--- config.mk ---
export PLATFORM = sky130hd
export DESIGN_NAME = acq_status_top
export DESIGN_NICKNAME = d
export VERILOG_FILES = /design/src/acq_pkg.sv /design/src/axil_pkg.sv /design/src/input_buffer.sv /design/src/output_buffer.sv /design/src/axi_sts_register.sv /design/src/acq_fsm.sv /design/src/acq_timer.sv /design/src/event_counters.sv /design/src/acq_status_top.sv
export SDC_FILE = /design/constraint.sdc
export NUM_CORES = 1
export LEC_CHECK = 0
export ABC_AREA = 0
export BUFFER_PORTS_ARGS = -buffer_cell sky130_fd_sc_hd__buf_2
export CAP_MARGIN = 20
export CORE_UTILIZATION = 62
export CTS_CLUSTER_DIAMETER = 80
export CTS_CLUSTER_SIZE = 10
export DETAILED_ROUTE_END_ITERATION = 6
export PLACE_DENSITY_LB_ADDON = 0.3
export SYNTH_ARGS = -nofsm -noshare
export SYNTH_HDL_FRONTEND = slang
export SYNTH_HIERARCHICAL = 1
export SYNTH_SLANG_ARGS = --single-unit
--- constraint.sdc ---
create_clock -name aclk -period 4.9 [get_ports aclk]
set_clock_uncertainty 0.1 [all_clocks]
set_input_delay 0.49 -clock aclk [delete_from_list [all_inputs] [get_ports aclk]]
set_output_delay 0.49 -clock aclk [all_outputs]
set_load 0.1 [all_outputs]
--- src/acq_pkg.sv ---
package acq_pkg;

  localparam int NUM_CH    = 4;                   // Event channels
  localparam int CNT_W     = 16;                  // Event counter width
  localparam int WIN_W     = 20;                  // Window length width
  localparam int RUNS_W    = 8;                   // Completed run counter width
  localparam int STS_WORDS = 8;                   // Status words in the bank
  localparam int STS_SEL_W = $clog2(STS_WORDS);   // Word select width
  localparam int WORD_W    = 32;                  // Status word width

  typedef enum logic [1:0] {
    IDLE = 2'd0,
    RUN  = 2'd1,
    DONE = 2'd2
  } acq_state_e;

  // Word 0, state in 1:0 and run count in 23:16
  typedef struct packed {
    logic [WORD_W-16-RUNS_W-1:0] rsvd_hi;
    logic [RUNS_W-1:0]           run_count;
    logic [13:0]                 rsvd_lo;
    acq_state_e                  state;
  } acq_ctrl_word_t;

  typedef struct packed {
    logic [WORD_W-NUM_CH-1:0] rsvd;
    logic [NUM_CH-1:0]        flags;            // Sticky overflow per channel
  } acq_ovf_word_t;

  // Word n sits at bits 32n+31:32n
  typedef struct packed {
    acq_ovf_word_t                 ovf;         // Word 7
    logic [NUM_CH-1:0][WORD_W-1:0] count;       // Words 6 to 3, channel 0 in word 3
    logic [WORD_W-1:0]             window_len;  // Word 2
    logic [WORD_W-1:0]             remaining;   // Word 1
    acq_ctrl_word_t                ctrl;        // Word 0
  } acq_status_t;

endpackage

--- src/axil_pkg.sv ---
package axil_pkg;

  localparam int AXI_ADDR_W = 16;
  localparam int AXI_DATA_W = 32;
  localparam int ADDR_LSB   = $clog2(AXI_DATA_W / 8);  // Byte offset bits in an address

  typedef enum logic [1:0] {
    OKAY   = 2'b00,
    EXOKAY = 2'b01,
    SLVERR = 2'b10,
    DECERR = 2'b11
  } axi_resp_e;

  // Read address channel, master to slave
  typedef struct packed {
    logic [AXI_ADDR_W-1:0] araddr;
    logic                  arvalid;
  } axil_ar_t;

  // Read data channel, slave to master
  typedef struct packed {
    logic [AXI_DATA_W-1:0] rdata;
    axi_resp_e             rresp;
    logic                  rvalid;
  } axil_r_t;

endpackage

--- src/input_buffer.sv ---
`timescale 1ns/1ps

module input_buffer #(
  parameter int DATA_WIDTH = 32
) (
  input  logic                  aclk,
  input  logic                  arst_n,
  input  logic [DATA_WIDTH-1:0] in_data,
  input  logic                  in_valid,
  output logic                  in_ready,
  output logic [DATA_WIDTH-1:0] out_data,
  output logic                  out_valid,
  input  logic                  out_ready
);

  logic [DATA_WIDTH-1:0] spare_data;
  logic                  spare_valid;
  logic                  main_load;

  assign in_ready  = !spare_valid;                 // Full only with both registers taken
  assign main_load = !out_valid || out_ready;      // Main register empty or draining

  always_ff @(posedge aclk or negedge arst_n)
  begin
    if (!arst_n)
    begin
      out_valid   <= 1'b0;
      spare_valid <= 1'b0;
    end
    else if (main_load)
    begin
      out_valid   <= spare_valid || in_valid;      // Spare goes first
      spare_valid <= 1'b0;
    end
    else if (in_valid && in_ready)
      spare_valid <= 1'b1;                         // Downstream stalled, park it
  end

  always_ff @(posedge aclk)
  begin
    if (main_load)
      out_data <= spare_valid ? spare_data : in_data;
    else if (in_valid && in_ready)
      spare_data <= in_data;
  end

  assert property (@(posedge aclk) disable iff (!arst_n)
    out_valid && !out_ready |=> out_valid && $stable(out_data))
    else $error("input_buffer: output changed while stalled");

endmodule

--- src/output_buffer.sv ---
`timescale 1ns/1ps

module output_buffer #(
  parameter int DATA_WIDTH = 32
) (
  input  logic                  aclk,
  input  logic                  arst_n,
  input  logic [DATA_WIDTH-1:0] in_data,
  input  logic                  in_valid,
  output logic                  in_ready,
  output logic [DATA_WIDTH-1:0] out_data,
  output logic                  out_valid,
  input  logic                  out_ready
);

  logic [DATA_WIDTH-1:0] skid_data;
  logic                  skid_valid;
  logic                  advance;
  logic                  push;

  assign in_ready = !skid_valid;
  assign advance  = out_ready || !out_valid;       // Bus took the word or none is shown
  assign push     = in_valid && !skid_valid;

  always_ff @(posedge aclk or negedge arst_n)
  begin
    if (!arst_n)
    begin
      out_valid  <= 1'b0;
      skid_valid <= 1'b0;
    end
    else
    begin
      if (advance)
        out_valid <= skid_valid || push;
      skid_valid <= !advance && (skid_valid || push);  // Hold the extra word under back-pressure
    end
  end

  always_ff @(posedge aclk)
  begin
    if (advance)
      out_data <= skid_valid ? skid_data : in_data;
    if (!advance && push)
      skid_data <= in_data;
  end

  // Once raised, valid waits for the bus
  assert property (@(posedge aclk) disable iff (!arst_n)
    out_valid && !out_ready |=> out_valid)
    else $error("output_buffer: valid dropped before ready");

endmodule

--- src/axi_sts_register.sv ---
`timescale 1ns/1ps

module axi_sts_register (
  input  logic                 aclk,
  input  logic                 arst_n,
  input  acq_pkg::acq_status_t sts_data,
  input  axil_pkg::axil_ar_t   s_axi_ar,
  output logic                 s_axi_arready,
  output axil_pkg::axil_r_t    s_axi_r,
  input  logic                 s_axi_rready,
  output logic                 s_axi_awready,
  output logic                 s_axi_wready,
  output logic                 s_axi_bvalid
);

  import acq_pkg::*;
  import axil_pkg::*;

  logic [STS_WORDS-1:0][AXI_DATA_W-1:0] words;
  logic [AXI_ADDR_W-1:0]                araddr_buf;
  logic                                 arvalid_buf;
  logic                                 rready_int;
  logic [STS_SEL_W-1:0]                 word_sel;
  logic [AXI_DATA_W-1:0]                rdata_mux;
  logic [AXI_DATA_W-1:0]                rdata_buf;
  logic                                 rvalid_buf;

  assign words     = sts_data;                           // Word 0 in the low bits
  assign word_sel  = araddr_buf[ADDR_LSB +: STS_SEL_W];  // Upper address bits wrap
  assign rdata_mux = words[word_sel];

  input_buffer #(
    .DATA_WIDTH(AXI_ADDR_W)
  ) i_ar_buf (
    .aclk      (aclk),
    .arst_n    (arst_n),
    .in_data   (s_axi_ar.araddr),
    .in_valid  (s_axi_ar.arvalid),
    .in_ready  (s_axi_arready),
    .out_data  (araddr_buf),
    .out_valid (arvalid_buf),
    .out_ready (rready_int)
  );

  output_buffer #(
    .DATA_WIDTH(AXI_DATA_W)
  ) i_r_buf (
    .aclk      (aclk),
    .arst_n    (arst_n),
    .in_data   (rdata_mux),
    .in_valid  (arvalid_buf),
    .in_ready  (rready_int),
    .out_data  (rdata_buf),
    .out_valid (rvalid_buf),
    .out_ready (s_axi_rready)
  );

  assign s_axi_r = '{rdata: rdata_buf, rresp: OKAY, rvalid: rvalid_buf};

  // Read-only bank
  assign s_axi_awready = 1'b0;
  assign s_axi_wready  = 1'b0;
  assign s_axi_bvalid  = 1'b0;

endmodule

--- src/acq_fsm.sv ---
`timescale 1ns/1ps

module acq_fsm (
  input  logic                       aclk,
  input  logic                       arst_n,
  input  logic                       start,
  input  logic                       expire,
  output acq_pkg::acq_state_e        state,
  output logic                       load,
  output logic [acq_pkg::RUNS_W-1:0] run_count
);

  import acq_pkg::*;

  acq_state_e state_nxt;

  assign load = start && (state != RUN);           // Start ignored mid-window

  always_comb
  begin
    state_nxt = state;
    case (state)
      IDLE, DONE:
      begin
        if (load)
          state_nxt = RUN;
      end
      RUN:
      begin
        if (expire)
          state_nxt = DONE;                        // Last window cycle
      end
      default:
        state_nxt = IDLE;
    endcase
  end

  always_ff @(posedge aclk or negedge arst_n)
  begin
    if (!arst_n)
    begin
      state     <= IDLE;
      run_count <= '0;
    end
    else
    begin
      state <= state_nxt;
      if (state == RUN && expire)
        run_count <= run_count + RUNS_W'(1);       // Wraps at 256
    end
  end

  // The timer only reaches 1 inside a window started by this FSM
  assert property (@(posedge aclk) disable iff (!arst_n) expire |-> state == RUN)
    else $error("acq_fsm: expire outside RUN");

endmodule

--- src/acq_timer.sv ---
`timescale 1ns/1ps

module acq_timer (
  input  logic                      aclk,
  input  logic                      arst_n,
  input  logic                      load,
  input  logic [acq_pkg::WIN_W-1:0] window_len,
  output logic [acq_pkg::WIN_W-1:0] remaining,
  output logic                      expire
);

  import acq_pkg::*;

  assign expire = (remaining == WIN_W'(1));        // Last cycle of the window

  always_ff @(posedge aclk or negedge arst_n)
  begin
    if (!arst_n)
      remaining <= '0;
    else if (load)
      remaining <= (window_len == '0) ? WIN_W'(1) : window_len;  // Zero runs one cycle
    else if (remaining != '0)
      remaining <= remaining - WIN_W'(1);
  end

  // Without a load the count only goes down, so it never wraps past zero
  assert property (@(posedge aclk) disable iff (!arst_n)
    !load |=> remaining <= $past(remaining))
    else $error("acq_timer: counted below zero");

endmodule

--- src/event_counters.sv ---
`timescale 1ns/1ps

module event_counters (
  input  logic                                            aclk,
  input  logic                                            arst_n,
  input  logic                                            clear,
  input  logic                                            enable,
  input  logic [acq_pkg::NUM_CH-1:0]                      events,
  output logic [acq_pkg::NUM_CH-1:0][acq_pkg::CNT_W-1:0]  counts,
  output logic [acq_pkg::NUM_CH-1:0]                      ovf
);

  import acq_pkg::*;

  always_ff @(posedge aclk or negedge arst_n)
  begin
    if (!arst_n)
    begin
      counts <= '0;
      ovf    <= '0;
    end
    else if (clear)
    begin
      counts <= '0;                                // New window
      ovf    <= '0;
    end
    else if (enable)
    begin
      for (int ch = 0; ch < NUM_CH; ch++)
      begin
        if (events[ch])
        begin
          if (counts[ch] == '1)
            ovf[ch] <= 1'b1;                       // Event lost at full scale
          else
            counts[ch] <= counts[ch] + CNT_W'(1);
        end
      end
    end
  end

endmodule

--- src/acq_status_top.sv ---
`timescale 1ns/1ps

module acq_status_top (
  input  logic                       aclk,
  input  logic                       arst_n,
  input  logic                       start,
  input  logic [acq_pkg::WIN_W-1:0]  window_len,
  input  logic [acq_pkg::NUM_CH-1:0] events,
  input  axil_pkg::axil_ar_t         s_axi_ar,
  output logic                       s_axi_arready,
  output axil_pkg::axil_r_t          s_axi_r,
  input  logic                       s_axi_rready,
  output logic                       s_axi_awready,
  output logic                       s_axi_wready,
  output logic                       s_axi_bvalid
);

  import acq_pkg::*;

  acq_state_e                   state;
  logic                         load;
  logic                         expire;
  logic                         enable;
  logic [RUNS_W-1:0]            run_count;
  logic [WIN_W-1:0]             remaining;
  logic [WIN_W-1:0]             win_len_q;
  logic [NUM_CH-1:0][CNT_W-1:0] counts;
  logic [NUM_CH-1:0]            ovf;
  acq_status_t                  sts_data;

  assign enable = (state == RUN);                  // Count only inside the window

  always_ff @(posedge aclk or negedge arst_n)
  begin
    if (!arst_n)
      win_len_q <= '0;
    else if (load)
      win_len_q <= window_len;                     // As programmed, zero kept
  end

  always_comb
  begin
    sts_data                = '0;
    sts_data.ctrl.state     = state;
    sts_data.ctrl.run_count = run_count;
    sts_data.remaining      = WORD_W'(remaining);
    sts_data.window_len     = WORD_W'(win_len_q);
    for (int ch = 0; ch < NUM_CH; ch++)
      sts_data.count[ch] = WORD_W'(counts[ch]);
    sts_data.ovf.flags      = ovf;
  end

  acq_fsm i_acq_fsm (
    .aclk      (aclk),
    .arst_n    (arst_n),
    .start     (start),
    .expire    (expire),
    .state     (state),
    .load      (load),
    .run_count (run_count)
  );

  acq_timer i_acq_timer (
    .aclk       (aclk),
    .arst_n     (arst_n),
    .load       (load),
    .window_len (window_len),
    .remaining  (remaining),
    .expire     (expire)
  );

  event_counters i_event_counters (
    .aclk   (aclk),
    .arst_n (arst_n),
    .clear  (load),
    .enable (enable),
    .events (events),
    .counts (counts),
    .ovf    (ovf)
  );

  axi_sts_register i_axi_sts_register (
    .aclk          (aclk),
    .arst_n        (arst_n),
    .sts_data      (sts_data),
    .s_axi_ar      (s_axi_ar),
    .s_axi_arready (s_axi_arready),
    .s_axi_r       (s_axi_r),
    .s_axi_rready  (s_axi_rready),
    .s_axi_awready (s_axi_awready),
    .s_axi_wready  (s_axi_wready),
    .s_axi_bvalid  (s_axi_bvalid)
  );

endmodule

Word-level counts from Yosys, hierarchy flattened. Cells that the tools add are included.

Bitwise logic cells: 1. Multipliers: 0. Eq/ne operators: 14. Div/mod/pow operators: 0. Shifts and indexed selects: 0. Order comparisons: 1. $add $sub $neg: 6. Reductions and logical operators: 40. Mux-type cells: 32.

Operator list (count): $mux W16 (8); $mux W64 (2); $bmux W32 S3 (1); $add A16 B1 Y16 const B (4); $eq A16 B16 Y1 const B (4); $mux W32 (2); $mux W20 (3); $reduce_and A3 Y1 (8); $reduce_bool A2 Y1 (11); $eq A20 B1 Y1 const B (1); $logic_not A20 Y1 (1); $reduce_bool A20 Y1 (1); $sub A20 B1 Y20 const B (1); $mux W1 (10); $add A8 B1 Y8 const B (1); $mux W4 (2); $ne A2 B2 Y1 const B (4); $logic_and A1 B1 Y1 (6); $ne A2 B1 Y1 const B (3); $logic_not A1 Y1 (5); $mux W5 (1); $logic_or A1 B1 Y1 (4); $lt A3 B4 Y1 const B (1); $mux W2 (2); 7 further kinds (8).

Word-level logic and storage cells: 114. RAM bits: 0. Output and inout bits: 39. Memories: 0. Bits in registers: 196. Memory bits (read-only): 0. Bits of input ports: 45. Bits in latches: 0.

Depth between registers and ports, before layout. Gate-level depths: netlist (run 1).

Depth in word-level cells: 5. Mapped depth: 7. Mapped depth without buffers: 6.

Cells and area by module. Netlist (run 1), hierarchy kept.

By module, submodules not included: event_counters (area each 3784.9 um^2, cells each 412, seq. area each 1701.6 um^2, times used 1); output_buffer (area each 2528.7 um^2, cells each 108, seq. area each 1971.9 um^2, times used 1); axi_sts_register (area each 2122.0 um^2, cells each 121, seq. area each 0.0 um^2, times used 1); acq_timer (area each 1382.6 um^2, cells each 148, seq. area each 500.5 um^2, times used 1); input_buffer (area each 1277.5 um^2, cells each 58, seq. area each 1011.0 um^2, times used 1); acq_status_top (area each 833.3 um^2, cells each 44, seq. area each 500.5 um^2, times used 1); acq_fsm (area each 456.7 um^2, cells each 36, seq. area each 250.2 um^2, times used 1).

Least setup slack after synthesis (run 1). Ideal clock, no wire load.

Path kind: input port to flip-flop. Start point: in s_axi_rready. End point: reg i_axi_sts_register.i_r_buf.skid_data[0] (enable). Arrival: 3797 ps. Stages: 2. Slack: 536 ps. Setup time: 468 ps. Cells stage by stage: nand2b_1 > nor3b_1.

Word-level cells in the longest chain between the ends: 3.

RTL lines: from (decl) (RTL line acq_status_top.sv:12) `input logic s_axi_rready,`; $logic_or A1 B1 Y1 (RTL line output_buffer.sv:22) `assign advance = out_ready || !out_valid;`; $logic_not A1 Y1 (RTL line output_buffer.sv:44) `if (!advance && push)`; $logic_and A1 B1 Y1 (RTL line output_buffer.sv:44); to (signal assigned) (RTL line output_buffer.sv:45) `skid_data <= in_data;`; to (decl) (RTL line output_buffer.sv:16) `logic [DATA_WIDTH-1:0] skid_data;`.

No other way between the ends. A chain may end at the register's enable or synchronous reset.

Worst setup path after layout (run 1).
Start point: reg i_acq_fsm.state[0]. End point: reg i_event_counters/counts[15] (netlist bit).

Elaborated cells on any way between the ends: 8. Those cells by class: 3 x eq/ne; 1 x mux; 4 x reduce/logical.

RTL lines: from (decl) (RTL line acq_fsm.sv:8) `output acq_pkg::acq_state_e state,`; from (signal assigned) (RTL line acq_fsm.sv:47) `state <= state_nxt;`; $eq A2 B1 Y1 (RTL line acq_status_top.sv:31) `assign enable = (state == RUN);`; net enable (RTL line acq_status_top.sv:23) `logic enable;`; $reduce_bool A2 Y1 (no line); $reduce_and A3 Y1 (no line); to (signal, indexed assignment) (RTL line event_counters.sv:36) `counts[ch] <= counts[ch] + CNT_W'(1);`; to (decl) (RTL line event_counters.sv:9) `output logic [acq_pkg::NUM_CH-1:0][acq_pkg::CNT_W-1:0] counts,`.

The timed path passes the listed nets, and every way through them passes these cells.

==> flow_metrics.py, run 1 <==
metrics = {
    "layout": {
        "final_cell_mix": "143 x conb_1, 121 x dfrtp_1, 70 x edfxtp_1, 64 x buf_2, 55 x mux2_2",
        "finalNonFillerCells": 1317,
        "final_cell_area_sq_um": 12900,
        "fin_util": 0.714,
        "layout_commonest_cell": "conb_1",
        "nNetsFinal": 1128,
        "num-fill-cells": 1234,
        "syn_to_final_growth_pct": 12.6,
        "drive_gt1_frac": 0.241,
        "n_antenna_cell": 0,
    },
    "job": {
        "cap_violations": 0,
    },
    "critical_path": {
        "critPathCaptureType": "register",
        "criticalPathCategory": "reg2reg",
        "required_ns": 5.13,
        "path_cells": "nor2b_1 > nand2_4 > or4_1 > nor4b_1 > mux2_2",
        "slowest_stage": "nor2b_1",
        "critPathLaunchType": "register",
        "cp_top_family": "simple AND/OR/NAND/NOR gates",
        "critPathMaxFanout": 19,
        "cpPeakStageDelay_ns": 0.82,
        "crit_buf_inv": 0,
        "crit_arrival_ns": 3.55,
    },
    "synth": {
        "avgSynthCellArea_sq_um": 12.9,
        "netlist_area_sq_um": 11400,
        "synth_warnings": 6,
        "synth_cells": 888,
    },
    "power_and_ir_drop": {
        "ir_drop_mv": 0.339,
        "power-per-cell-area_nw_per_um2": 419,
        "power.leakage_nw": 5.34,
    },
    "outcome": {
        "outcome": "finished clean",
    },
    "die": {
        "io_pins": 84,
        "die_w_microns": 138,
        "chipHeight_microns": 138,
        "die-area_sq_um": 19000,
        "rows": 49,
        "coreArea_sq_um": 18000,
        "initial_utilization": 0.634,
    },
    "clock_network": {
        "cts_tree": "yes",
        "path_clk_slew_ns": 0.07,
        "clockRootBuffer": "clkbuf_16",
        "clock-sinks": 192,
        "cts_resized": 0,
        "numCtsBuffers": 17,
        "clk-insertion-delay-late_ns": 0.44,
        "clock_path_buffers": 2,
        "htree_levels": 4,
    },
    "routing": {
        "vias": 8317,
        "vias_per_cell": 6.32,
        "drc_errors": 0,
        "drt.antenna.violating_nets": 0,
        "drt_pass1_iterations": 6,
        "wire_per_inst_microns": 20.1,
        "wirelength_microns": 26500,
        "first_iter_violations": 748,
    },
    "timing": {
        "period_share": 0.677,
        "setup_violations": 0,
        "tightest_slew_ns": 1.02,
        "rsz0062_at_grt": "false",
        "final_max_slew_viol_count": 0,
        "clock.fmax_mhz": 301,
        "tns_ns": 0,
        "fin_crit_ns": 3.32,
        "max_slew_margin": 0.316,
        "hold_violations": 0,
    },
    "placed_design": {
        "place_congestion": 0.886,
        "post-place-cells": 1283,
        "port_buffers": 65,
        "dp_hpwl_microns": 18400,
        "dpl_cell_area_sq_um": 12300,
    },
    "grt": {
        "grt_overflow": 0,
        "grt_usage": 0.299,
        "antenna_found_initial": 0,
        "first_global_vias": 7796,
        "grt_start_max_net_pins": 65,
        "grt_pass1_wl_microns": 42200,
    },
    "min_path": {
        "hp-class": "in2reg",
    },
}
registers in the layout, summed over array words and instances (netlist names):
register                                 count
i_axi_sts_register/i_ar_buf/out_data         3
i_axi_sts_register/i_ar_buf/spare_data       3
i_acq_fsm/state                              2
i_axi_sts_register/i_r_buf/skid_valid        1
i_axi_sts_register/i_r_buf/out_valid         1
i_acq_fsm/run_count                          8
i_axi_sts_register/i_ar_buf/spare_valid      1
i_event_counters/counts                     64
i_axi_sts_register/i_r_buf/out_data         32
i_axi_sts_register/i_ar_buf/out_valid        1
i_axi_sts_register/i_r_buf/skid_data        32
i_event_counters/ovf                         4
win_len_q                                   20
i_acq_timer/remaining                       20
path summary, 6_finish.rpt:
path                       slack (ns)                                        end  depth (start not counted)                    from
max in group asynchronous        3.27      i_axi_sts_register/i_r_buf/skid_valid                          3                  arst_n
min reg2reg                      0.39                     i_acq_fsm/run_count[7]                          1  i_acq_fsm/run_count[7]
max reg2reg                      1.58                i_event_counters/counts[15]                          5      i_acq_fsm/state[0]
max                              1.58                i_event_counters/counts[15]                          5      i_acq_fsm/state[0]
min in group asynchronous        0.45                i_event_counters/counts[40]                          2                  arst_n
min                              0.14  i_axi_sts_register/i_ar_buf/spare_data[2]                          1             s_axi_ar[3]
power by group:
part | switching [mW] | internal (mW)
sequential | 0.394 | 2.01
combinational | 0.977 | 0.711
clock | 0.628 | 0.665
worst reg2reg max path, delay by kind of cell, from the launching register on:
kind / cells / cell delay (ns)
DFF: 1 / 0.53
muxes: 1 / 0.38
and+or+nand+nor: 4 / 2.21
what timing repair did:
item                      in CTS  in global routing
buffers inserted               0                  0
hold endpoints to repair      33                  0
hold buffers                   1                  0
per-layer routing:
layer,global-route usage,share of wire
met2,0.472,0.48
met5,0,0
met1,0.405,0.41
met4,0.126,0.030
met3,0.0585,0.076
cell type report:
cell class | instances | area [sq um] | share of cell area
timing repair buffer | 81 | 483 | 0.0375
clock inverter | 12 | 86.3 | 0.00671
sequential | 192 | 5160 | 0.401
tap | 229 | 287 | 0.0223
inverter | 16 | 60.1 | 0.00467
clock buffer | 20 | 447 | 0.0347
multi-input combinational | 767 | 6350 | 0.494
per-stage QoR:
stage / hold WS [ns] / setup slack, ns / total power [mW]
6_report: 0.140 / 1.58 / 5.39
5_1_grt: 0.137 / 1.43 / 5.60
4_1_cts: 0.133 / 1.63 / 5.37
3_5_place_dp: 0.371 / 1.69 / 4.09
3_3_place_gp: 0.348 / 1.70 / 4.02
2_1_floorplan: 0.0944 / 0.536 / 3.68
Power figures use the tool's default switching activity.
==> run 2: changes to the inputs <==
Settings changed: ABC_AREA 0 to 1, CORE_UTILIZATION 62 to 63.
Clock period 4.9 ns to 3.1 ns, I/O delays scaled along.
==> run 2 against run 1 <==
Register-to-register slack got worse by 0.90 ns. Design area grew 17%. Global-route usage is 1.5 points higher. Core utilization about the same. Critical path depth is 5 higher. Sequential power rose by 46%. First-iteration DRC count grew 62%. Via count up 55%.
==> flow_metrics.py, run 2 <==
metrics = {
    "critical_path": {
        "critPathCaptureType": "register",
        "critPathMaxFanout": 5,
        "criticalPathCategory": "reg2reg",
        "critPathLaunchType": "register",
        "crit_arrival_ns": 2.67,
        "required_ns": 3.35,
    },
    "timing": {
        "max_slew_margin": 0.281,
        "setup_violations": 0,
        "rsz0062_at_grt": "false",
        "period_share": 0.780,
        "tns_ns": 0,
        "clock.fmax_mhz": 413,
        "final_max_slew_viol_count": 0,
        "timing.hold.ws_ns": 0.00760,
        "hold_violations": 0,
        "layout_setup_ws_ns": 0.680,
        "fin_crit_ns": 2.42,
        "tightest_slew_ns": 1.08,
    },
    "routing": {
        "wirelength_microns": 33500,
        "vias_per_cell": 5.10,
        "vias": 12900,
        "drt.antenna.violating_nets": 0,
        "drt_pass1_iterations": 6,
        "first_iter_violations": 1214,
        "wire_per_inst_microns": 13.3,
        "drc_errors": 0,
    },
    "layout": {
        "layout_commonest_cell": "nand2_1",
        "drive_gt1_frac": 0.0895,
        "final_cell_mix": "879 x nand2_1, 362 x inv_1, 237 x nand3_1, 143 x conb_1, 122 x dfrtp_1",
        "multiInputGateArea_sq_um": 6860,
        "n_antenna_cell": 0,
        "top_regs": "i_event_counters/counts: 64 flops, i_axi_sts_register/i_r_buf/out_data: 32 flops, i_axi_sts_register/i_r_buf/skid_data: 32 flops",
        "largest_reg_flops": 64,
        "top_register": "i_event_counters/counts",
        "syn_to_final_growth_pct": 11.0,
        "seqCellArea_sq_um": 5150,
        "fin_util": 0.714,
        "nNetsFinal": 2287,
        "num-fill-cells": 1688,
    },
    "placed_design": {
        "place_congestion": 0.914,
        "place_ws_ns": 0.836,
        "port_buffers": 65,
        "dp_hpwl_microns": 22800,
    },
    "grt": {
        "grt_usage": 0.314,
        "antenna_found_initial": 0,
        "grt_pass1_wl_microns": 54900,
        "met2_usage": 0.528,
        "grt_start_max_net_pins": 129,
        "grt_use_met1": 0.419,
        "top_usage_layer": "met2",
        "first_global_vias": 11500,
        "met3_usage": 0.0497,
        "grt_overflow": 0,
    },
    "synth": {
        "avgSynthCellArea_sq_um": 6.54,
        "synth_warnings": 6,
        "synth_cells": 2067,
        "netlist_area_sq_um": 13500,
    },
    "clock_network": {
        "path_clk_slew_ns": 0.07,
        "numCtsBuffers": 17,
        "cts_tree": "yes",
        "clk-insertion-delay-late_ns": 0.45,
        "clock-sinks": 192,
        "htree_levels": 4,
        "clock_path_buffers": 2,
        "postCtsSetupBuffers": 0,
        "clockRootBuffer": "clkbuf_16",
    },
    "power_and_ir_drop": {
        "power-per-cell-area_nw_per_um2": 595,
        "finalPower_mw": 8.92,
        "power.leakage_nw": 7.83,
        "ir_drop_mv": 0.468,
    },
    "min_path": {
        "hp-class": "in2reg",
    },
    "outcome": {
        "outcome": "finished clean",
    },
    "die": {
        "die_w_microns": 148,
        "coreArea_sq_um": 21000,
        "chipHeight_microns": 148,
        "die-area_sq_um": 22000,
        "initial_utilization": 0.643,
        "rows": 53,
        "io_pins": 84,
    },
    "job": {
        "cap_violations": 0,
    },
}
run 2: power by group:
group | switching (mW) | total [mW] | internal [mW]
Sequential | 0.390 | 3.51 | 3.12
Clock | 1.09 | 2.24 | 1.15
Combinational | 2.32 | 3.17 | 0.850
run 2: worst paths after layout:
| path | startpoint | end | slack (ns) | cells past startpoint |
|---|---|---|---|---|
| worst max-delay path | i_acq_timer/remaining[9] | i_acq_fsm/run_count[7] | 0.68 | 10 |
| worst min-delay path | window_len[5] | win_len_q[5] | 0.008 | 3 |
| worst max register to register | i_acq_timer/remaining[9] | i_acq_fsm/run_count[7] | 0.68 | 10 |
| worst min register to register | win_len_q[6] | win_len_q[6] | 0.37 | 2 |
| max in group asynchronous | arst_n | i_event_counters/ovf[0] | 1.65 | 3 |
| min in group asynchronous | arst_n | i_event_counters/counts[25] | 0.44 | 2 |
run 2: repair_timing:
| action | in CTS | in global routing |
|---|---|---|
| resized for setup | 0 | 0 |
| hold buffers | 11 | 0 |
| endpoints found under the hold margin | 73 | 0 |
| setup endpoints to repair | 0 | 0 |
run 2: worst max-delay path, cell delays in order, from the launching register on:
cell	delay (ns)
dfrtp_1	0.47
nor2_4	0.16
nand2_2	0.13
nor2_8	0.15
inv_1	0.06
nor4_1	0.59
nand3_2	0.26
nor2_4	0.20
nand3_1	0.09
nand2_1	0.08
inv_1	0.03
run 2: stage by stage:
step | instance area (sq um) | instances
floorplan | 14000 | 2208
global placement | 14300 | 2479
detailed placement | 14300 | 2479
CTS | 15000 | 2522
global route | 15000 | 2522
finish | 15000 | 2522
run 2: routing by layer:
layer,wire (microns),vias to the layer above
met5,0,-
met4,648,0
met3,2450,72
met2,16300,545
met1,14100,5817
li1,-,6428
run 2: final cells by class:
cell class / count / area share
sequential: 192 / 0.344
inverter: 375 / 0.0949
multi-input combinational: 1556 / 0.457
clock buffer: 17 / 0.0284
clock inverter: 15 / 0.0111
tap: 275 / 0.0229
timing repair buffer: 92 / 0.0422
